File: src/rtl/armConsts.svh
`ifndef ARM_CONSTS_SVH
`define ARM_CONSTS_SVH

// datapath and address width
`define ARM_XLEN 32

// register file size and special registers
`define ARM_NREGS 16
`define ARM_PC_REG 15
`define ARM_LR_REG 14

// shift amount field of the register operand
`define ARM_SHIFT_W 5

// first fetch address
`define ARM_RESET_PC 32'h0000_0000

`endif

File: src/rtl/armPkg.sv
`include "armConsts.svh"

package armPkg;

    typedef logic [`ARM_XLEN-1:0] word_t;
    typedef logic [$clog2(`ARM_NREGS)-1:0] regIdx_t;

    // the never code 1111 doubles as the NOP
    typedef enum logic [3:0] {
        COND_EQ = 4'b0000,
        COND_NE = 4'b0001,
        COND_GE = 4'b1010,
        COND_LT = 4'b1011,
        COND_AL = 4'b1110,
        COND_NV = 4'b1111
    } condCode_e;

    typedef enum logic [3:0] {
        DP_AND = 4'b0000,
        DP_SUB = 4'b0010,
        DP_ADD = 4'b0100,
        DP_CMP = 4'b1010,
        DP_ORR = 4'b1100,
        DP_MOV = 4'b1101
    } dpOpcode_e;

    typedef enum logic [2:0] {
        ALU_ADD,
        ALU_SUB,
        ALU_AND,
        ALU_ORR,
        ALU_PASSB
    } aluOp_e;

    typedef struct packed {
        logic n;
        logic z;
        logic c;
        logic v;
    } flags_t;

    typedef struct packed {
        condCode_e cond;
        aluOp_e aluOp;
        logic setFlags;
        logic useImm;
        logic isBranch;
        logic isLink;
        logic regWrite;
        logic memRead;
        logic memWrite;
        regIdx_t rd;
        logic [`ARM_SHIFT_W-1:0] shamt;
        word_t opA;
        word_t opB;
        word_t imm;
        word_t pcD;
    } decoded_t;

    typedef struct packed {
        logic regWrite;
        logic memRead;
        logic memWrite;
        logic memToReg;
        regIdx_t rd;
        word_t aluResult;
        word_t storeData;
    } memCtrl_t;

    typedef struct packed {
        logic we;
        regIdx_t rd;
        word_t result;
    } wbCtrl_t;

endpackage

File: src/rtl/registerFile.sv
`include "armConsts.svh"

module registerFile (
    input  logic clk,
    input  logic reset,
    input  armPkg::regIdx_t i_rdIdxA,
    input  armPkg::regIdx_t i_rdIdxB,
    input  armPkg::wbCtrl_t i_wb,
    input  logic i_branchTaken,
    input  armPkg::word_t i_branchTarget,
    output armPkg::word_t o_rdDataA,
    output armPkg::word_t o_rdDataB,
    output armPkg::word_t o_pc
);
    import armPkg::*;

    word_t regs [`ARM_NREGS];

    always_ff @(posedge clk or posedge reset) begin
        if (reset) begin
            for (int i = 0; i < `ARM_NREGS; i++) begin
                regs[i] <= '0;
            end
            regs[`ARM_PC_REG] <= `ARM_RESET_PC;
        end else begin
            // R15 belongs to the fetch logic only
            if (i_wb.we && i_wb.rd != regIdx_t'(`ARM_PC_REG)) begin
                regs[i_wb.rd] <= i_wb.result;
            end
            regs[`ARM_PC_REG] <= i_branchTaken ? i_branchTarget : regs[`ARM_PC_REG] + 32'd4;
        end
    end

    assign o_rdDataA = regs[i_rdIdxA];
    assign o_rdDataB = regs[i_rdIdxB];
    assign o_pc = regs[`ARM_PC_REG];

endmodule

File: src/rtl/decodeStage.sv
`include "armConsts.svh"

module decodeStage (
    input  logic clk,
    input  logic reset,
    input  armPkg::word_t i_inst,
    input  armPkg::word_t i_rdDataA,
    input  armPkg::word_t i_rdDataB,
    output armPkg::regIdx_t o_rdIdxA,
    output armPkg::regIdx_t o_rdIdxB,
    output armPkg::decoded_t o_decoded
);
    import armPkg::*;

    // never-condition instruction
    localparam word_t NopInst = 32'hF000_0000;

    word_t instD;
    logic isDataProc;
    logic isMemOp;
    logic isBranchOp;
    logic isLoad;

    // IF/ID register
    always_ff @(posedge clk or posedge reset) begin
        if (reset) begin
            instD <= NopInst;
        end else begin
            instD <= i_inst;
        end
    end

    assign isDataProc = instD[27:26] == 2'b00;
    assign isMemOp = instD[27:26] == 2'b01;
    assign isBranchOp = instD[27:25] == 3'b101;
    assign isLoad = instD[20];

    // stores read Rd as the data source
    assign o_rdIdxA = isBranchOp ? regIdx_t'(`ARM_PC_REG) : instD[19:16];
    assign o_rdIdxB = (isMemOp && !isLoad) ? instD[15:12] : instD[3:0];

    always_comb begin
        o_decoded = '0;
        o_decoded.cond = condCode_e'(instD[31:28]);
        o_decoded.aluOp = ALU_ADD;
        o_decoded.rd = instD[15:12];
        o_decoded.shamt = instD[11:7];
        o_decoded.opA = i_rdDataA;
        o_decoded.opB = i_rdDataB;
        if (isBranchOp) begin
            o_decoded.useImm = 1'b1;
            o_decoded.isBranch = 1'b1;
            o_decoded.isLink = instD[24];
            o_decoded.regWrite = instD[24];
            o_decoded.rd = regIdx_t'(`ARM_LR_REG);
            o_decoded.imm = {{6{instD[23]}}, instD[23:0], 2'b00};
            // port A reads R15 for branches
            o_decoded.pcD = i_rdDataA;
        end else if (isMemOp) begin
            o_decoded.useImm = 1'b1;
            o_decoded.memRead = isLoad;
            o_decoded.memWrite = !isLoad;
            o_decoded.regWrite = isLoad;
            o_decoded.imm = {20'b0, instD[11:0]};
        end else if (isDataProc) begin
            o_decoded.useImm = instD[25];
            o_decoded.setFlags = instD[20];
            o_decoded.regWrite = 1'b1;
            o_decoded.imm = {{24{instD[7]}}, instD[7:0]};
            case (dpOpcode_e'(instD[24:21]))
                DP_AND: o_decoded.aluOp = ALU_AND;
                DP_SUB: o_decoded.aluOp = ALU_SUB;
                DP_ADD: o_decoded.aluOp = ALU_ADD;
                DP_ORR: o_decoded.aluOp = ALU_ORR;
                DP_MOV: o_decoded.aluOp = ALU_PASSB;
                DP_CMP: begin
                    o_decoded.aluOp = ALU_SUB;
                    o_decoded.regWrite = 1'b0;
                end
                default: begin
                    o_decoded.regWrite = 1'b0;
                    o_decoded.setFlags = 1'b0;
                end
            endcase
        end
    end

endmodule

File: src/rtl/alu.sv
module alu (
    input  armPkg::aluOp_e i_op,
    input  armPkg::word_t i_a,
    input  armPkg::word_t i_b,
    output armPkg::word_t o_result,
    output armPkg::flags_t o_flags
);
    import armPkg::*;

    logic [32:0] sum;

    always_comb begin
        sum = '0;
        o_flags.c = 1'b0;
        o_flags.v = 1'b0;
        case (i_op)
            ALU_ADD: begin
                sum = {1'b0, i_a} + {1'b0, i_b};
                o_result = sum[31:0];
                o_flags.c = sum[32];
                o_flags.v = (i_a[31] == i_b[31]) && (o_result[31] != i_a[31]);
            end
            ALU_SUB: begin
                // carry set means no borrow
                sum = {1'b0, i_a} + {1'b0, ~i_b} + 33'd1;
                o_result = sum[31:0];
                o_flags.c = sum[32];
                o_flags.v = (i_a[31] != i_b[31]) && (o_result[31] != i_a[31]);
            end
            ALU_AND: o_result = i_a & i_b;
            ALU_ORR: o_result = i_a | i_b;
            default: o_result = i_b;
        endcase
        o_flags.n = o_result[31];
        o_flags.z = o_result == '0;
    end

endmodule

File: src/rtl/conditionUnit.sv
module conditionUnit (
    input  logic clk,
    input  logic reset,
    input  armPkg::condCode_e i_cond,
    input  logic i_setFlags,
    input  armPkg::flags_t i_aluFlags,
    output logic o_execute
);
    import armPkg::*;

    flags_t flagReg;

    always_comb begin
        case (i_cond)
            COND_EQ: o_execute = flagReg.z;
            COND_NE: o_execute = !flagReg.z;
            COND_GE: o_execute = flagReg.n == flagReg.v;
            COND_LT: o_execute = flagReg.n != flagReg.v;
            COND_AL: o_execute = 1'b1;
            // NV and unsupported codes
            default: o_execute = 1'b0;
        endcase
    end

    // next instruction in E sees these
    always_ff @(posedge clk or posedge reset) begin
        if (reset) begin
            flagReg <= '0;
        end else if (o_execute && i_setFlags) begin
            flagReg <= i_aluFlags;
        end
    end

endmodule

File: src/rtl/executeStage.sv
module executeStage (
    input  logic clk,
    input  logic reset,
    input  armPkg::decoded_t i_decoded,
    output armPkg::memCtrl_t o_mem,
    output logic o_branchTaken,
    output armPkg::word_t o_branchTarget
);
    import armPkg::*;

    decoded_t idEx;
    word_t shiftedB;
    word_t aluB;
    word_t aluResult;
    flags_t aluFlags;
    logic execute;

    // ID/EX register
    always_ff @(posedge clk or posedge reset) begin
        if (reset) begin
            idEx <= '0;
        end else begin
            idEx <= i_decoded;
        end
    end

    assign shiftedB = idEx.opB << idEx.shamt;
    assign aluB = idEx.useImm ? idEx.imm : shiftedB;

    // branches read R15 on port A, so opA is the D-stage PC
    alu uAlu (
        .i_op(idEx.aluOp),
        .i_a(idEx.opA),
        .i_b(aluB),
        .o_result(aluResult),
        .o_flags(aluFlags)
    );

    conditionUnit uCond (
        .clk(clk),
        .reset(reset),
        .i_cond(idEx.cond),
        .i_setFlags(idEx.setFlags),
        .i_aluFlags(aluFlags),
        .o_execute(execute)
    );

    assign o_branchTaken = idEx.isBranch && execute;
    assign o_branchTarget = aluResult;

    // EX/MEM register squashed by a failed condition
    always_ff @(posedge clk or posedge reset) begin
        if (reset) begin
            o_mem <= '0;
        end else begin
            o_mem.regWrite <= idEx.regWrite && execute;
            o_mem.memRead <= idEx.memRead && execute;
            o_mem.memWrite <= idEx.memWrite && execute;
            o_mem.memToReg <= idEx.memRead;
            o_mem.rd <= idEx.rd;
            // link is the BL address plus 8
            o_mem.aluResult <= idEx.isLink ? idEx.pcD + 32'd4 : aluResult;
            o_mem.storeData <= idEx.opB;
        end
    end

endmodule

File: src/rtl/writebackStage.sv
module writebackStage (
    input  logic clk,
    input  logic reset,
    input  armPkg::memCtrl_t i_mem,
    input  armPkg::word_t i_readData,
    output armPkg::wbCtrl_t o_wb
);
    import armPkg::*;

    memCtrl_t memWb;

    // MEM/WB register
    always_ff @(posedge clk or posedge reset) begin
        if (reset) begin
            memWb <= '0;
        end else begin
            memWb <= i_mem;
        end
    end

    // load data arrives the cycle after the strobe
    always_comb begin
        o_wb.we = memWb.regWrite;
        o_wb.rd = memWb.rd;
        o_wb.result = memWb.memToReg ? i_readData : memWb.aluResult;
    end

endmodule

File: src/rtl/armPipeline.sv
module armPipeline (
    input  logic clk,
    input  logic reset,
    input  armPkg::word_t i_inst,
    input  armPkg::word_t i_readData,
    output armPkg::word_t o_pc,
    output armPkg::word_t o_memAddr,
    output logic o_memWrite,
    output logic o_memRead,
    output armPkg::word_t o_writeData
);
    import armPkg::*;

    regIdx_t rdIdxA;
    regIdx_t rdIdxB;
    word_t rdDataA;
    word_t rdDataB;
    word_t branchTarget;
    logic branchTaken;
    decoded_t decoded;
    memCtrl_t memStage;
    wbCtrl_t wbBus;

    registerFile uRegFile (
        .clk(clk),
        .reset(reset),
        .i_rdIdxA(rdIdxA),
        .i_rdIdxB(rdIdxB),
        .i_wb(wbBus),
        .i_branchTaken(branchTaken),
        .i_branchTarget(branchTarget),
        .o_rdDataA(rdDataA),
        .o_rdDataB(rdDataB),
        .o_pc(o_pc)
    );

    decodeStage uDecode (
        .clk(clk),
        .reset(reset),
        .i_inst(i_inst),
        .i_rdDataA(rdDataA),
        .i_rdDataB(rdDataB),
        .o_rdIdxA(rdIdxA),
        .o_rdIdxB(rdIdxB),
        .o_decoded(decoded)
    );

    executeStage uExecute (
        .clk(clk),
        .reset(reset),
        .i_decoded(decoded),
        .o_mem(memStage),
        .o_branchTaken(branchTaken),
        .o_branchTarget(branchTarget)
    );

    writebackStage uWriteback (
        .clk(clk),
        .reset(reset),
        .i_mem(memStage),
        .i_readData(i_readData),
        .o_wb(wbBus)
    );

    // data memory port from the M stage
    assign o_memAddr = memStage.aluResult;
    assign o_memWrite = memStage.memWrite;
    assign o_memRead = memStage.memRead;
    assign o_writeData = memStage.storeData;

endmodule

File: config.mk
export PLATFORM = sky130hd
export DESIGN_NAME = armPipeline
export DESIGN_NICKNAME = d
export VERILOG_FILES = /design/src/rtl/armPkg.sv /design/src/rtl/registerFile.sv /design/src/rtl/decodeStage.sv /design/src/rtl/alu.sv /design/src/rtl/conditionUnit.sv /design/src/rtl/executeStage.sv /design/src/rtl/writebackStage.sv /design/src/rtl/armPipeline.sv
export VERILOG_INCLUDE_DIRS = /design/src /design/src/rtl
export SDC_FILE = /design/constraint.sdc
export NUM_CORES = 2
export LEC_CHECK = 0
export BUFFER_PORTS_ARGS = -buffer_cell sky130_fd_sc_hd__buf_4
export CELL_PAD_IN_SITES_DETAIL_PLACEMENT = 0
export CELL_PAD_IN_SITES_GLOBAL_PLACEMENT = 2
export CORE_MARGIN = 5
export CORE_UTILIZATION = 41
export CTS_BUF_LIST = sky130_fd_sc_hd__clkbuf_16
export DETAILED_ROUTE_END_ITERATION = 8
export HOLD_SLACK_MARGIN = 0.05
export PLACE_DENSITY = 0.79
export SLEW_MARGIN = 20
export SYNTH_ARGS = -nofsm -noshare
export SYNTH_HDL_FRONTEND = slang
export SYNTH_SLANG_ARGS = --single-unit
File: constraint.sdc
create_clock -name clk -period 43 [get_ports clk]
set_input_delay 12.9 -clock clk [delete_from_list [all_inputs] [get_ports clk]]
set_output_delay 12.9 -clock clk [all_outputs]
set_load 0.02 [all_outputs]
Word-level counts from Yosys, hierarchy flattened

Index checks and enable logic that the tools add are counted.

Add/subtract/negate cells: 5
Multiply operators: 0
Divide/modulo/power cells: 0
Magnitude comparators: 4
Equality and inequality tests: 21
Shifts and indexed selects: 1
Multiplexer cells: 37
Bitwise logic cells: 6
Reductions and logical operators: 20

Operators by type and width:

| kind                    | number |
|---|---|
| $bwmux W512             | 1 |
| $mux W32                | 13 |
| $bmux W32 S4            | 2 |
| $demux W32 S4           | 1 |
| $pmux W32 S4            | 1 |
| $add A32 B3 Y32 const B | 2 |
| $add A32 B32 Y32        | 2 |
| $add A32 B1 Y32 const B | 1 |
| $and A32 B32 Y32        | 1 |
| $logic_not A32 Y1       | 1 |
| $not A32 Y32            | 1 |
| $or A32 B32 Y32         | 1 |
| $shl A32 B5 Y32         | 1 |
| $eq A4 B4 Y1 const B    | 6 |
| $mux W4                 | 5 |
| $ge A5 B5 Y1 const B    | 3 |
| $not A4 Y5              | 3 |
| $pmux W3 S4             | 1 |
| $logic_and A1 B1 Y1     | 10 |
| $logic_not A4 Y1        | 2 |
| $mux W1                 | 7 |
| $eq A3 B2 Y1 const B    | 2 |
| $mux W2                 | 3 |
| $reduce_or A6 Y1        | 1 |
| 18 further kinds        | 23 |

Register bits after elaboration: 808
Latch bits: 0
RAM bits: 0
ROM bits: 0
Bits of input ports: 66
Output and inout bits: 98
Word-level logic and storage cells: 140
Memories: 0

Logic depth before layout (Yosys ltp)

Word-level depth: 8
Gate-level depth with buffers: 24
Gate-level depth less buffers: 21

Hierarchy

Synthesis repeated with hierarchy kept, for this count alone.

Cells, all modules: 3601
Area total of the unflattened synthesis: 45884.0 um^2

By module, submodules not included:

| module         | instances | cells an instance | area an instance (um^2) |
|---|---|---|---|
| registerFile   | 1         | 1685              | 27423.8 |
| executeStage   | 1         | 646               | 8536.9 |
| alu            | 1         | 948               | 6007.0 |
| decodeStage    | 1         | 226               | 2172.1 |
| writebackStage | 1         | 80                | 1536.5 |
| conditionUnit  | 1         | 16                | 207.7 |

Worst setup path before layout

No wires, ideal clock.

Path kind: input-to-reg
From: input i_readData[4]
To: register uRegFile.regs[100] in the netlist's numbering
Data arrival time: 13556 ps
Required time: 42864 ps
Setup slack: 29308 ps
Stages: 3
Cells stage by stage: mux2i_1 > clkbuf_1 > o21ai_0

Word-level cells in the longest chain between the ends: 2

Ends and longest elaborated chain:

| what                            | RTL line             | text |
|---|---|---|
| from (decl)                     | armPipeline.sv:5     | `input armPkg::word_t i_readData,` |
| $mux W32                        | writebackStage.sv:25 | `o_wb.result = memWb.memToReg ? i_readData : memWb.aluResult;` |
| $bwmux W512                     | registerFile.sv:28   | `regs[i_wb.rd] <= i_wb.result;` |
| to (signal, indexed assignment) | registerFile.sv:24   | `` regs[`ARM_PC_REG] <= `ARM_RESET_PC; `` |
| to (signal, indexed assignment) | registerFile.sv:28   |  |
| to (signal, indexed assignment) | registerFile.sv:30   | `` regs[`ARM_PC_REG] <= i_branchTaken ? i_branchTarget : regs[`ARM_PC_REG] + 32'd4; `` |
| to (decl)                       | registerFile.sv:17   | `` word_t regs [`ARM_NREGS]; `` |

Every way passes these cells.
A chain may end at the register's enable or synchronous reset.

==> flow_summary.json <==
{
  "synth_top_area_share": 0.446,
  "io_pins": 164,
  "fmax_mhz": 68.0,
  "ctsResizeCount": 0,
  "grt_overflow": 0,
  "hold_viol": 0,
  "power_mw": 2.46,
  "antenna_found_initial": 12,
  "p_seq_frac": 0.411,
  "initial_core_util": 0.412,
  "synth-edff-count": 0,
  "arrival_ns": 15.30,
  "die_x_um": 341,
  "finalWirelength_mm": 164,
  "synthArstFlopShare": 1.00,
  "yosysTopAreaCell": "dfrtp_1",
  "num_rows": 121,
  "fin_setup_tns_ns": 0,
  "synthCells": 4612,
  "path_class": "input pin to asynchronous set/reset pin",
  "ant_nets": 0,
  "grt_pass1_wl_mm": 241,
  "skew_ns": 0.0247,
  "crit_chain": "buf_4 -> inv_8 -> buf_12 -> buf_4",
  "gp_congestion": 0.911,
  "setup-violations-final": 0,
  "drv_slew": 0,
  "synth_area_um2": 44800,
  "multi_input_area_um2": 22400,
  "grt_max_degree": 168,
  "end_kind": "asynchronous set/reset pin",
  "via_per_inst": 5.96,
  "final_layout_size_suffix_gt1_frac": 0.144,
  "status": "finished, final reports clean",
  "clockRootBuffer": "clkbuf_16",
  "rsz0062_at_grt": "no",
  "cts_tree": "done",
  "hold_slack_ns": 0.348,
  "switching_share": 0.366,
  "crit_top_cell": "buf_4",
  "area_growth_pct": 10.5,
  "clockPowerShare": 0.303,
  "combPwrFrac": 0.287,
  "max-vdd-ir-drop_mv": 0.0287,
  "clk_path_buf_depth": 3,
  "slowest_delay_ns": 0.79,
  "min_period_ns": 14.70,
  "synth_cell_type_count": 89,
  "synth-seq-area-share": 0.448,
  "seqCellArea_um2": 20100,
  "drt_iter0_drc": 3351,
  "die_height_um": 341,
  "p_per_area_nw_per_um2": 49.6,
  "cts.reportedPaths.clkPinSlew_ns": 0.07,
  "die_area_um2": 116000,
  "holdBufCountCts": 0,
  "maxSlewHeadroom": 0.154,
  "grt_pass1_vias": 34779,
  "num-fill-cells": 10377,
  "synth_seq_cells": 802,
  "routedWlPerCell_um": 27.3,
  "cts_buffers": 84,
  "critPathLaunchType": "input pin",
  "netSwitchingPower_mw": 0.899,
  "dp_hpwl_mm": 107,
  "vias": 35684,
  "leakage_nw": 20.7,
  "cp_max_fo": 164,
  "io_buffers": 163,
  "nets": 4674,
  "drv_cap": 0,
  "core_area_um2": 109000,
  "clk_latency_ns": 0.67,
  "finalNonFillerCells": 5989,
  "slowest_stage": "buf_4",
  "avgSynthCellArea_um2": 9.71,
  "drtPass1Iterations": 5,
  "intPower_mw": 1.56,
  "tightest_slew_ns": 1.26,
  "synth_area_leaders": "dfrtp_1 (45%), mux4_2 (7.3%), mux2i_1 (5.5%)",
  "post-route-period-util": 0.342,
  "drc": 0,
  "required_ns": 43.59,
  "cts_htree_levels": 3,
  "syn-num-nets": 4783,
  "hp-class": "register to register",
  "synth_ff_type": "dfrtp_1",
  "cts.sinks": 802,
  "grt_use_total": 0.276,
  "cts_setup_buffers": 0,
  "yosys_warnings": 0,
  "post-place-cells": 5830
}
## routing by layer
metal,GRT usage,up-vias,part of all wire
met1,0.391,18068,0.44
met5,0,-,0
met4,0.0882,0,0.034
li1,-,16213,-
met2,0.441,1179,0.46
met3,0.0394,224,0.061
## Yosys cell counts, types with 80 or more instances
cell and n:
dfrtp_1 798, o21ai_0 399, and2_1 80, nor2_1 447, a21oi_1 413, mux2i_1 246
nand2_1 519, ha_1 103, clkbuf_1 290, mux4_2 146, inv_1 101, buf_4 98
## kinds of logic (layout without fill, tap and decap cells)
kind of cell	after synthesis	after routing	share of synthesized area
xor gates and xnor gates	87	87	0.0170
other	0	1	0
AOI/OAI and AO/OA	1301	1301	0.180
DFF	802	802	0.448
buffers and inverters	567	529	0.0570
and+or+nand+nor	1307	1307	0.127
adders and majority gates	105	105	0.0297
muxes	443	443	0.141
## power groups by stage
stage | combinational, mW | clock [mW] | sequential [mW]
3_5_place_dp | 0.696 | 0 | 1.02
3_3_place_gp | 0.694 | 0 | 1.01
5_1_grt | 0.759 | 0.789 | 1.02
4_1_cts | 0.699 | 0.758 | 1.00
6_report | 0.704 | 0.743 | 1.01
2_1_floorplan | 0.495 | 0 | 0.950
## critical path, delay by kind of cell
family	cells	cell delay, ns
buffers and inverters	4	2.16
## placed cells by master, fill, tap and decap left out, drive strengths merged, types with 55 or more instances in the layout
| cell type | instances |
|---|---|
| a21oi | 413 |
| a211oi | 55 |
| o221ai | 71 |
| and2 | 80 |
| ha | 103 |
| o21ai | 402 |
| clkbuf | 84 |
| nand3 | 78 |
| mux2i | 246 |
| mux4 | 146 |
| xnor2 | 57 |
| inv | 114 |
| nor2 | 447 |
| dfrtp | 798 |
| nand2 | 519 |
| buf | 267 |
## registers in the layout, indices dropped and copies added, names as in the netlist
signal                  count
uExecute.o_mem             72
uRegFile.regs             480
uWriteback.o_wb             5
uExecute.uCond.flagReg      3
uDecode.instD              32
uRegFile.o_pc              32
uWriteback.memWb           33
uExecute.idEx             145
## final timing paths
path                                         startpoint  depth (start not counted)                      endpoint  slack, ns
min in group asynchronous                         reset                          2   uExecute.idEx[69]$_DFF_PP0_      12.42
max reg2reg                uExecute.idEx[128]$_DFF_PP0_                         17  uExecute.o_mem[63]$_DFF_PP0_      36.04
min reg2reg                uExecute.idEx[135]$_DFF_PP0_                          0  uExecute.o_mem[66]$_DFF_PP0_       0.35
max in group clk            uRegFile.o_pc[31]$_DFF_PP0_                          1                      o_pc[31]      28.47
min                        uExecute.idEx[135]$_DFF_PP0_                          0  uExecute.o_mem[66]$_DFF_PP0_       0.35
max                                               reset                          4   uDecode.instD[17]$_DFF_PP0_      28.30
## stage by stage
stage,util,area (um^2),setup slack [ns]
after global placement,0.429,46700,27.33
after detailed placement,0.429,46700,27.33
after CTS,0.455,49500,28.05
after floorplan,-,44800,7.58
final,0.455,49500,28.30
after global routing,0.455,49500,27.83
## layout make-up
cell class | instances | area share
antenna | 1 | 0.0000506
tap | 1414 | 0.0357
sequential | 802 | 0.406
clock inverter | 73 | 0.0139
multi-input combinational | 3243 | 0.452
timing repair buffer | 267 | 0.0421
inverter | 105 | 0.00814
clock buffer | 84 | 0.0425
(Power assumes the default switching activity.)
